--- config.mk ---
export PLATFORM = sky130hd
export DESIGN_NAME = fmisc_top
export DESIGN_NICKNAME = d
export VERILOG_FILES = /design/src/hdl/float_types_pkg.sv /design/src/hdl/fmisc_ops_pkg.sv /design/src/hdl/fmisc_top.sv /design/src/hdl/fmisc_result_port.sv /design/src/hdl/float_miscellaneous.sv /design/src/hdl/float_classifier.sv /design/src/hdl/fmisc_request_port.sv
export VERILOG_INCLUDE_DIRS = /design/src /design/src/hdl
export SDC_FILE = /design/constraint.sdc
export NUM_CORES = 1
export LEC_CHECK = 0
export ABC_CLOCK_PERIOD_IN_PS = 7000
export BUFFER_PORTS_ARGS = -buffer_cell sky130_fd_sc_hd__buf_2
export CAP_MARGIN = 20
export CORE_AREA = 2 2 91 93
export CTS_CLUSTER_DIAMETER = 200
export DETAILED_ROUTE_END_ITERATION = 8
export DIE_AREA = 0 0 93 95
export GPL_TIMING_DRIVEN = 1
export PLACE_DENSITY = 0.88
export SYNTH_ARGS = -nofsm -noshare
export SYNTH_HDL_FRONTEND = slang
export SYNTH_SLANG_ARGS = --single-unit
--- constraint.sdc ---
create_clock -name clk_i -period 7 [get_ports clk_i]
set_input_delay 1.4 -clock clk_i [delete_from_list [all_inputs] [get_ports clk_i]]
set_output_delay 1.4 -clock clk_i [all_outputs]
set_load 0.05 [all_outputs]
--- src/hdl/fmisc_macros.svh ---
/* Format widths for the float miscellaneous unit
   Single precision layout, class code and request tag sizes */

`ifndef FMISC_MACROS_SVH
`define FMISC_MACROS_SVH

// ----------------------------------------
// Float format
// ----------------------------------------

// Full width of a single-precision operand
`define FLOAT_WIDTH 32

// Biased exponent field
`define EXP_WIDTH 8

// Stored significand field, hidden bit not included
`define SIG_WIDTH 23

// ----------------------------------------
// Unit specific widths
// ----------------------------------------

// FCLASS returns this many low bits, the rest of the result is zero
`define CLASS_WIDTH 4

// Request identifier, carried from request to response untouched
`define TAG_WIDTH 4

`endif
--- src/hdl/float_types_pkg.sv ---
/* Float format types
   Operand layout, class codes and the one-hot class flags */

`include "fmisc_macros.svh"

package float_types_pkg;

    // ----------------------------------------
    // Operand layout
    // ----------------------------------------

    // Sign sits in the top bit, so the struct lines up with the raw 32-bit word
    typedef struct packed {
        logic                  sign;
        logic [`EXP_WIDTH-1:0] exponent;
        logic [`SIG_WIDTH-1:0] significand;
    } float_t;

    // ----------------------------------------
    // Class codes
    // ----------------------------------------

    // Negative classes take the low codes and positive ones mirror them upwards
    // NaN codes ignore the sign bit
    typedef enum logic [`CLASS_WIDTH-1:0] {
        N_INFINITY  = 4'd0,
        N_NORMAL    = 4'd1,
        N_SUBNORMAL = 4'd2,
        N_ZERO      = 4'd3,
        P_ZERO      = 4'd4,
        P_SUBNORMAL = 4'd5,
        P_NORMAL    = 4'd6,
        P_INFINITY  = 4'd7,
        S_NAN       = 4'd8,
        Q_NAN       = 4'd9
    } fclass_t;

    // Operand kind as decoded by the classifier stage
    // Exactly one of these bits is set for any operand
    typedef struct packed {
        logic is_infinity;
        logic is_zero;
        logic is_normal;
        logic is_subnormal;
        logic is_nan;
    } float_flags_t;

endpackage : float_types_pkg

--- src/hdl/fmisc_ops_pkg.sv ---
/* Operation types of the float miscellaneous unit
   Operation codes and the payloads that move between its stages */

`include "fmisc_macros.svh"

package fmisc_ops_pkg;

    // ----------------------------------------
    // Operation codes
    // ----------------------------------------

    // FMV_X_W moves float bits to the integer file, FMV_W_X goes the other way
    typedef enum logic [2:0] {
        FCLASS  = 3'd0,
        FSGNJ   = 3'd1,
        FSGNJN  = 3'd2,
        FSGNJX  = 3'd3,
        FMV_X_W = 3'd4,
        FMV_W_X = 3'd5
    } fmisc_uop_t;

    // ----------------------------------------
    // Stage payloads
    // ----------------------------------------

    // Request as it arrives on the input port
    // The sign source is the sign bit of the second operand for sign injection
    typedef struct packed {
        fmisc_uop_t              op;
        float_types_pkg::float_t operand;
        logic                    sign_src;
        logic [`TAG_WIDTH-1:0]   tag;
    } fmisc_req_t;

    // Request after the classifier, carrying the decoded operand kind
    typedef struct packed {
        fmisc_req_t                    req;
        float_types_pkg::float_flags_t flags;
    } fmisc_staged_t;

    // Response on the output port
    // to_int_file selects the integer register file as the destination
    typedef struct packed {
        logic [`FLOAT_WIDTH-1:0] result;
        logic                    to_int_file;
        logic [`TAG_WIDTH-1:0]   tag;
    } fmisc_resp_t;

endpackage : fmisc_ops_pkg

--- src/hdl/fmisc_top.sv ---
`timescale 1ns/1ps

/* Float miscellaneous unit
   Request port, classifier, operation logic and result port in a row */

module fmisc_top (
    input  logic                       clk_i,
    input  logic                       rst_i,
    input  logic                       in_req_i,
    input  fmisc_ops_pkg::fmisc_req_t  in_data_i,
    output logic                       in_ack_o,
    output logic                       out_req_o,
    output fmisc_ops_pkg::fmisc_resp_t out_data_o,
    input  logic                       out_ack_i
);

    // Request port to classifier
    logic                         req_valid;
    fmisc_ops_pkg::fmisc_req_t    req_data;
    logic                         cls_accept;

    // Classifier to result port, through the operation logic
    logic                         stg_valid;
    fmisc_ops_pkg::fmisc_staged_t stg_data;
    fmisc_ops_pkg::fmisc_resp_t   comb_resp;
    logic                         res_accept;

    fmisc_request_port request_port_inst (
        .clk_i       (clk_i),
        .rst_i       (rst_i),
        .in_req_i    (in_req_i),
        .in_data_i   (in_data_i),
        .in_ack_o    (in_ack_o),
        .req_valid_o (req_valid),
        .req_data_o  (req_data),
        .accept_i    (cls_accept)
    );

    float_classifier classifier_inst (
        .clk_i    (clk_i),
        .rst_i    (rst_i),
        .valid_i  (req_valid),
        .data_i   (req_data),
        .accept_o (cls_accept),
        .valid_o  (stg_valid),
        .data_o   (stg_data),
        .accept_i (res_accept)
    );

    // Pure logic, the response is ready in the same cycle as the staged item
    float_miscellaneous miscellaneous_inst (
        .stage_i (stg_data),
        .resp_o  (comb_resp)
    );

    fmisc_result_port result_port_inst (
        .clk_i      (clk_i),
        .rst_i      (rst_i),
        .valid_i    (stg_valid),
        .data_i     (comb_resp),
        .accept_o   (res_accept),
        .out_req_o  (out_req_o),
        .out_data_o (out_data_o),
        .out_ack_i  (out_ack_i)
    );

endmodule : fmisc_top

--- src/hdl/fmisc_result_port.sv ---
`timescale 1ns/1ps

/* Result port of the float miscellaneous unit
   Holds one response and offers it on a four-phase sender */

module fmisc_result_port (
    input  logic                       clk_i,
    input  logic                       rst_i,
    input  logic                       valid_i,
    input  fmisc_ops_pkg::fmisc_resp_t data_i,
    output logic                       accept_o,
    output logic                       out_req_o,
    output fmisc_ops_pkg::fmisc_resp_t out_data_o,
    input  logic                       out_ack_i
);

    // Sender handshake phases
    // TX_DROP keeps req high for the cycle after ack is first seen
    typedef enum logic [1:0] {
        TX_EMPTY,
        TX_WAIT_ACK,
        TX_DROP,
        TX_WAIT_LOW
    } tx_state_t;

    tx_state_t                  state_q;
    fmisc_ops_pkg::fmisc_resp_t data_q;
    logic                       load;

    // ----------------------------------------
    // Handshake
    // ----------------------------------------

    // The register is free only once the whole four-phase cycle has closed
    assign accept_o = (state_q == TX_EMPTY);
    assign load     = valid_i && accept_o;

    always_ff @(posedge clk_i) begin
        if (rst_i) begin
            state_q <= TX_EMPTY;
        end else begin
            case (state_q)
                TX_EMPTY:
                    if (load)
                        state_q <= TX_WAIT_ACK;
                TX_WAIT_ACK:
                    if (out_ack_i)
                        state_q <= TX_DROP;
                TX_DROP:
                    state_q <= TX_WAIT_LOW;
                // A new request may not start before the consumer releases ack
                TX_WAIT_LOW:
                    if (!out_ack_i)
                        state_q <= TX_EMPTY;
                default:
                    state_q <= TX_EMPTY;
            endcase
        end
    end

    assign out_req_o = (state_q == TX_WAIT_ACK) || (state_q == TX_DROP);

    // ----------------------------------------
    // Response register
    // ----------------------------------------

    // Loaded only when empty, so the data stays fixed while req is high
    always_ff @(posedge clk_i) begin
        if (load)
            data_q <= data_i;
    end

    assign out_data_o = data_q;

endmodule : fmisc_result_port

--- src/hdl/float_miscellaneous.sv ---
`timescale 1ns/1ps

/* Miscellaneous float operations
   Classify, sign injection and register file moves, all combinational */

`include "fmisc_macros.svh"

module float_miscellaneous (
    input  fmisc_ops_pkg::fmisc_staged_t stage_i,
    output fmisc_ops_pkg::fmisc_resp_t   resp_o
);

    float_types_pkg::float_t       operand;
    float_types_pkg::float_flags_t flags;
    float_types_pkg::fclass_t      class_code;
    float_types_pkg::float_t       injected;

    assign operand = stage_i.req.operand;
    assign flags   = stage_i.flags;

    // ----------------------------------------
    // Classify
    // ----------------------------------------

    // NaN ignores the sign and uses the top significand bit to tell quiet from signaling
    // The flags are one-hot, so the order of the other tests does not matter
    always_comb begin : class_encode
        if (flags.is_nan)
            class_code = operand.significand[`SIG_WIDTH-1] ? float_types_pkg::Q_NAN
                                                           : float_types_pkg::S_NAN;
        else if (flags.is_infinity)
            class_code = operand.sign ? float_types_pkg::N_INFINITY
                                      : float_types_pkg::P_INFINITY;
        else if (flags.is_zero)
            class_code = operand.sign ? float_types_pkg::N_ZERO
                                      : float_types_pkg::P_ZERO;
        else if (flags.is_subnormal)
            class_code = operand.sign ? float_types_pkg::N_SUBNORMAL
                                      : float_types_pkg::P_SUBNORMAL;
        else
            class_code = operand.sign ? float_types_pkg::N_NORMAL
                                      : float_types_pkg::P_NORMAL;
    end : class_encode

    // ----------------------------------------
    // Sign injection and result select
    // ----------------------------------------

    // Exponent and significand always pass through, only the sign is replaced
    always_comb begin : sign_inject
        injected = operand;
        case (stage_i.req.op)
            fmisc_ops_pkg::FSGNJN:
                injected.sign = !stage_i.req.sign_src;
            fmisc_ops_pkg::FSGNJX:
                injected.sign = stage_i.req.sign_src ^ operand.sign;
            default:
                injected.sign = stage_i.req.sign_src;
        endcase
    end : sign_inject

    always_comb begin : result_select
        case (stage_i.req.op)
            // Class code lands in the low bits of an integer result
            fmisc_ops_pkg::FCLASS:
                resp_o.result = {{(`FLOAT_WIDTH-`CLASS_WIDTH){1'b0}}, class_code};
            fmisc_ops_pkg::FSGNJ,
            fmisc_ops_pkg::FSGNJN,
            fmisc_ops_pkg::FSGNJX:
                resp_o.result = injected;
            // Moves keep the raw bits, the destination flag does the work
            default:
                resp_o.result = operand;
        endcase
    end : result_select

    // FCLASS and FMV_X_W write an integer register, the rest write a float register
    assign resp_o.to_int_file = (stage_i.req.op == fmisc_ops_pkg::FCLASS)
                             || (stage_i.req.op == fmisc_ops_pkg::FMV_X_W);

    assign resp_o.tag = stage_i.req.tag;

endmodule : float_miscellaneous

--- src/hdl/float_classifier.sv ---
`timescale 1ns/1ps

/* Operand classifier stage
   Decodes the kind of the operand and registers it with the request */

module float_classifier (
    input  logic                         clk_i,
    input  logic                         rst_i,
    input  logic                         valid_i,
    input  fmisc_ops_pkg::fmisc_req_t    data_i,
    output logic                         accept_o,
    output logic                         valid_o,
    output fmisc_ops_pkg::fmisc_staged_t data_o,
    input  logic                         accept_i
);

    logic                          exp_ones;
    logic                          exp_zero;
    logic                          sig_zero;
    float_types_pkg::float_flags_t flags;
    logic                          valid_q;
    fmisc_ops_pkg::fmisc_staged_t  data_q;

    // ----------------------------------------
    // Flag decode
    // ----------------------------------------

    // Field tests on the incoming operand
    assign exp_ones = &data_i.operand.exponent;
    assign exp_zero = ~|data_i.operand.exponent;
    assign sig_zero = ~|data_i.operand.significand;

    // The two exponent extremes split four ways on the significand
    // Any other exponent is a normal number
    always_comb begin : flag_decode
        flags.is_infinity  = exp_ones && sig_zero;
        flags.is_nan       = exp_ones && !sig_zero;
        flags.is_zero      = exp_zero && sig_zero;
        flags.is_subnormal = exp_zero && !sig_zero;
        flags.is_normal    = !exp_ones && !exp_zero;
    end : flag_decode

    // ----------------------------------------
    // Stage register
    // ----------------------------------------

    // Room for a new item when empty or when the current one leaves this cycle
    assign accept_o = !valid_q || accept_i;

    always_ff @(posedge clk_i) begin
        if (rst_i)
            valid_q <= 1'b0;
        else if (accept_o)
            valid_q <= valid_i;
    end

    // Request and flags are kept together so later stages see a matched pair
    always_ff @(posedge clk_i) begin
        if (valid_i && accept_o) begin
            data_q.req   <= data_i;
            data_q.flags <= flags;
        end
    end

    assign valid_o = valid_q;
    assign data_o  = data_q;

endmodule : float_classifier

--- src/hdl/fmisc_request_port.sv ---
`timescale 1ns/1ps

/* Request port of the float miscellaneous unit
   Four-phase receiver that parks one request for the classifier */

module fmisc_request_port (
    input  logic                      clk_i,
    input  logic                      rst_i,
    input  logic                      in_req_i,
    input  fmisc_ops_pkg::fmisc_req_t in_data_i,
    output logic                      in_ack_o,
    output logic                      req_valid_o,
    output fmisc_ops_pkg::fmisc_req_t req_data_o,
    input  logic                      accept_i
);

    // Receiver handshake phases
    // RX_RELEASE keeps ack high for one more cycle after req has gone low
    typedef enum logic [1:0] {
        RX_IDLE,
        RX_ACKED,
        RX_RELEASE
    } rx_state_t;

    rx_state_t                 state_q;
    logic                      full_q;
    fmisc_ops_pkg::fmisc_req_t data_q;
    logic                      capture;

    // ----------------------------------------
    // Handshake
    // ----------------------------------------

    // Ack is low only in RX_IDLE, so this also means ack is currently low
    // A full holding register stalls the producer by withholding ack
    assign capture = in_req_i && (state_q == RX_IDLE) && !full_q;

    always_ff @(posedge clk_i) begin
        if (rst_i) begin
            state_q <= RX_IDLE;
        end else begin
            case (state_q)
                RX_IDLE:
                    if (capture)
                        state_q <= RX_ACKED;
                // Wait for the producer to drop its request
                RX_ACKED:
                    if (!in_req_i)
                        state_q <= RX_RELEASE;
                RX_RELEASE:
                    state_q <= RX_IDLE;
                default:
                    state_q <= RX_IDLE;
            endcase
        end
    end

    assign in_ack_o = (state_q != RX_IDLE);

    // ----------------------------------------
    // Holding register
    // ----------------------------------------

    // Capture needs an empty register and release needs a full one, so they never meet
    always_ff @(posedge clk_i) begin
        if (rst_i)
            full_q <= 1'b0;
        else if (capture)
            full_q <= 1'b1;
        else if (accept_i && full_q)
            full_q <= 1'b0;
    end

    // Data is sampled while the producer holds it stable under req
    always_ff @(posedge clk_i) begin
        if (capture)
            data_q <= in_data_i;
    end

    assign req_valid_o = full_q;
    assign req_data_o  = data_q;

endmodule : fmisc_request_port

==> results.py <==
metrics = {
    "floorplanning": {
        "start_util_pct": 55.5,
        "die-area_mm2": 0.00884,
        "io_pins": 83,
        "die_h_um": 95,
        "core_area_mm2": 0.00793,
        "die_w_um": 93,
        "rows": 33,
    },
    "timing": {
        "worst_pin_slew_ns": 0.986,
        "final_hold_viol_count": 0,
        "max_freq_mhz": 337,
        "finClkSkew_ns": 0.00486,
        "rsz0062_at_grt": "false",
        "setup_tns_ns": 0,
        "fin_crit_ns": 2.97,
        "slew_violations": 0,
        "period_share_pct": 42.5,
        "setup_viol": 0,
        "slew_headroom_pct": 34.2,
    },
    "synthesis": {
        "yosysTopAreaCellShare_pct": 82.5,
        "synth_cells": 229,
        "syn-cell-area_mm2": 0.00440,
        "yosys.area.top_type": "edfxtp_1",
        "syn_nets": 278,
        "synthMostInstantiatedCell": "edfxtp_1",
        "ys_warn_count": 0,
        "ys_seq_elements": 127,
        "synth_edf_count": 121,
        "synthArstFlopShare_pct": 0,
        "syn_avg_cell_area_um2": 19.2,
        "synthFlopType": "edfxtp_1",
        "yosysUniqueCellTypes": 27,
        "ys_seq_area_share_pct": 85.3,
        "synth_area_leaders": "edfxtp_1 (83%), and2_1 (4.0%), dfxtp_1 (2.7%)",
        "synth_commonest_cells": "edfxtp_1 (121), and2_1 (28), nor2_1 (10)",
    },
    "route": {
        "drt_iter0_markers": 209,
        "wl_per_cell_um": 16.1,
        "viasPerCell": 5.09,
        "drt-pass1-iter-count": 5,
        "via_count": 2273,
        "drc": 0,
        "ant_nets": 0,
        "drt_wl_total_um": 7220,
    },
    "worst_setup_path": {
        "crit_type": "flip-flop to output port",
        "critical_path_arrival_ns": 1.57,
        "critical_path.cell_chain": "inv_1 > ha_1 > buf_2",
        "end_kind": "output port",
        "path_buf_inv": 2,
        "critPathMaxFanout": 4,
        "critPathTopFamily": "flip-flops",
        "cp_slowest_cell": "dfxtp_1",
        "startpoint_type": "flip-flop",
        "crit_required_ns": 5.60,
        "slowest_delay_ns": 0.39,
    },
    "cells_and_area": {
        "drive_gt1_share_pct": 34.0,
        "syn_to_final_growth_pct": 25.0,
        "n_fill_cell": 528,
        "nNetsFinal": 377,
        "regArea_mm2": 0.00375,
        "final_util_pct": 69.4,
        "multi_input_area_um2": 603,
    },
    "cts": {
        "post-cts-setup-buffers": 0,
        "htree_levels": 4,
        "root_buffer": "clkbuf_8",
        "ctsLongestPathBuffers": 2,
        "cts_tree": "done",
        "cts_made_buffers": 17,
        "numClockSinks": 127,
        "path_clk_slew_ns": 0.05,
        "insertion_delay_ns": 0.50,
        "cts_resized": 0,
        "hold_buffers": 0,
    },
    "grt": {
        "grt_usage_pct": 18.0,
        "grt_pass1_wl_um": 11200,
        "grt_overflow": 0,
        "grt_start_max_net_pins": 45,
        "grt_pass1_vias": 2284,
        "antenna_found_initial": 0,
    },
    "outcome": {
        "status": "finished, final reports clean",
    },
    "power": {
        "ir_worst_vdd_mv": 0.250,
        "power_density_mw_per_mm2": 361,
        "leakage_nw": 2.02,
    },
    "worst_hold_path": {
        "hold_path.class": "flip-flop to flip-flop",
    },
    "placement": {
        "dp_hpwl_um": 4420,
        "gp_congestion": 0.756,
        "io_buffers": 82,
    },
    "run": {
        "maxCapViolCount": 0,
    },
}
==> state kept, by name, indices dropped and copies added (netlist names) <==
| name | cells |
|---|---|
| result_port_inst.state_q | 2 |
| result_port_inst.out_data_o | 37 |
| request_port_inst.req_valid_o | 1 |
| classifier_inst.data_o | 44 |
| classifier_inst.valid_o | 1 |
| request_port_inst.req_data_o | 40 |
| request_port_inst.state_q | 2 |
==> worst reg2reg max path: stages (launching register included) <==
cell	delay, ns
edfxtp_1	0.45
or3_1	0.78
a21oi_1	0.35
o31ai_1	0.13
==> report_power, final <==
part	switching, mW	leakage, nW	internal (mW)
combinational	0.159	0.581	0.0529
sequential	0.0273	1.18	0.915
clock	0.297	0.264	0.533
==> metal layers <==
| metal | global-route usage [%] | vias to the layer above | share of wire (%) |
|---|---|---|---|
| li1 | - | 1068 | - |
| met1 | 20.9 | 1098 | 39 |
| met2 | 29.3 | 98 | 52 |
| met3 | 7.90 | 9 | 7.7 |
| met4 | 7.84 | 0 | 1.4 |
| met5 | 0 | - | 0 |
==> area by class of cell <==
type	instances	area share, %
Multi-Input combinational cell	93	11.0
Tap cell	105	2.39
Timing Repair Buffer	84	7.73
Antenna cell	1	0.0455
Sequential cell	127	68.2
Clock buffer	18	7.60
Clock inverter	14	2.71
Inverter	5	0.341
==> through the flow <==
stage	setup WS, ns	power, mW	hold slack [ns]	instances	cell area [um2]
global route	3.94	2.06	0.422	446	5500
floorplan	2.29	1.11	0.400	229	4400
detailed placement	4.46	1.17	0.405	414	4930
CTS	4.00	2.00	0.417	446	5500
finish	4.03	1.99	0.416	447	5500
global placement	4.52	1.15	0.401	414	4930
==> worst paths after layout <==
kind	from	endpoint	slack, ns	depth (start not counted)
max	result_port_inst.state_q[1]	out_req_o	4.03	3
min	request_port_inst.req_data_o[37]	classifier_inst.data_o[42]	0.42	0
max reg2reg	classifier_inst.data_o[43]	result_port_inst.out_data_o[5]	4.98	3
min reg2reg	request_port_inst.req_data_o[37]	classifier_inst.data_o[42]	0.42	0
==> logic make-up (layout without fill, tap and decap cells) <==
logic type               count (synthesis)  count (layout)  synth area share (%)
buffers and inverters                    9             121                  1.45
multiplexers                             2               2                 0.455
adder cells (fa/ha/maj)                  5               5                  1.42
other                                    0               1                     0
AO/OA/AOI/OAI                           12              12                  1.96
flip-flops                             127             127                  85.3
XOR/XNOR                                 2               2                 0.398
AND/OR/NAND/NOR                         72              72                  9.07
==> placed cells by master (no fill, tap or decap), types with 2 or more instances in the layout <==
cell type / netlist / routed
nor2_1: 10 / 10
xor2_1: 2 / 2
and2_1: 28 / 27
nand4_1: 3 / 3
buf_4: 0 / 2
bufinv_16: 0 / 3
edfxtp_1: 121 / 121
clkbuf_16: 0 / 16
nand2_1: 7 / 7
ha_1: 5 / 5
clkinv_1: 0 / 5
o31ai_1: 2 / 2
clkinvlp_4: 0 / 4
clkinv_2: 0 / 2
nor3_1: 8 / 7
a21oi_1: 6 / 6
mux2i_1: 2 / 2
dfxtp_1: 6 / 6
nor4_1: 8 / 8
buf_2: 0 / 82
inv_1: 5 / 5
(Power assumes the default switching activity.)
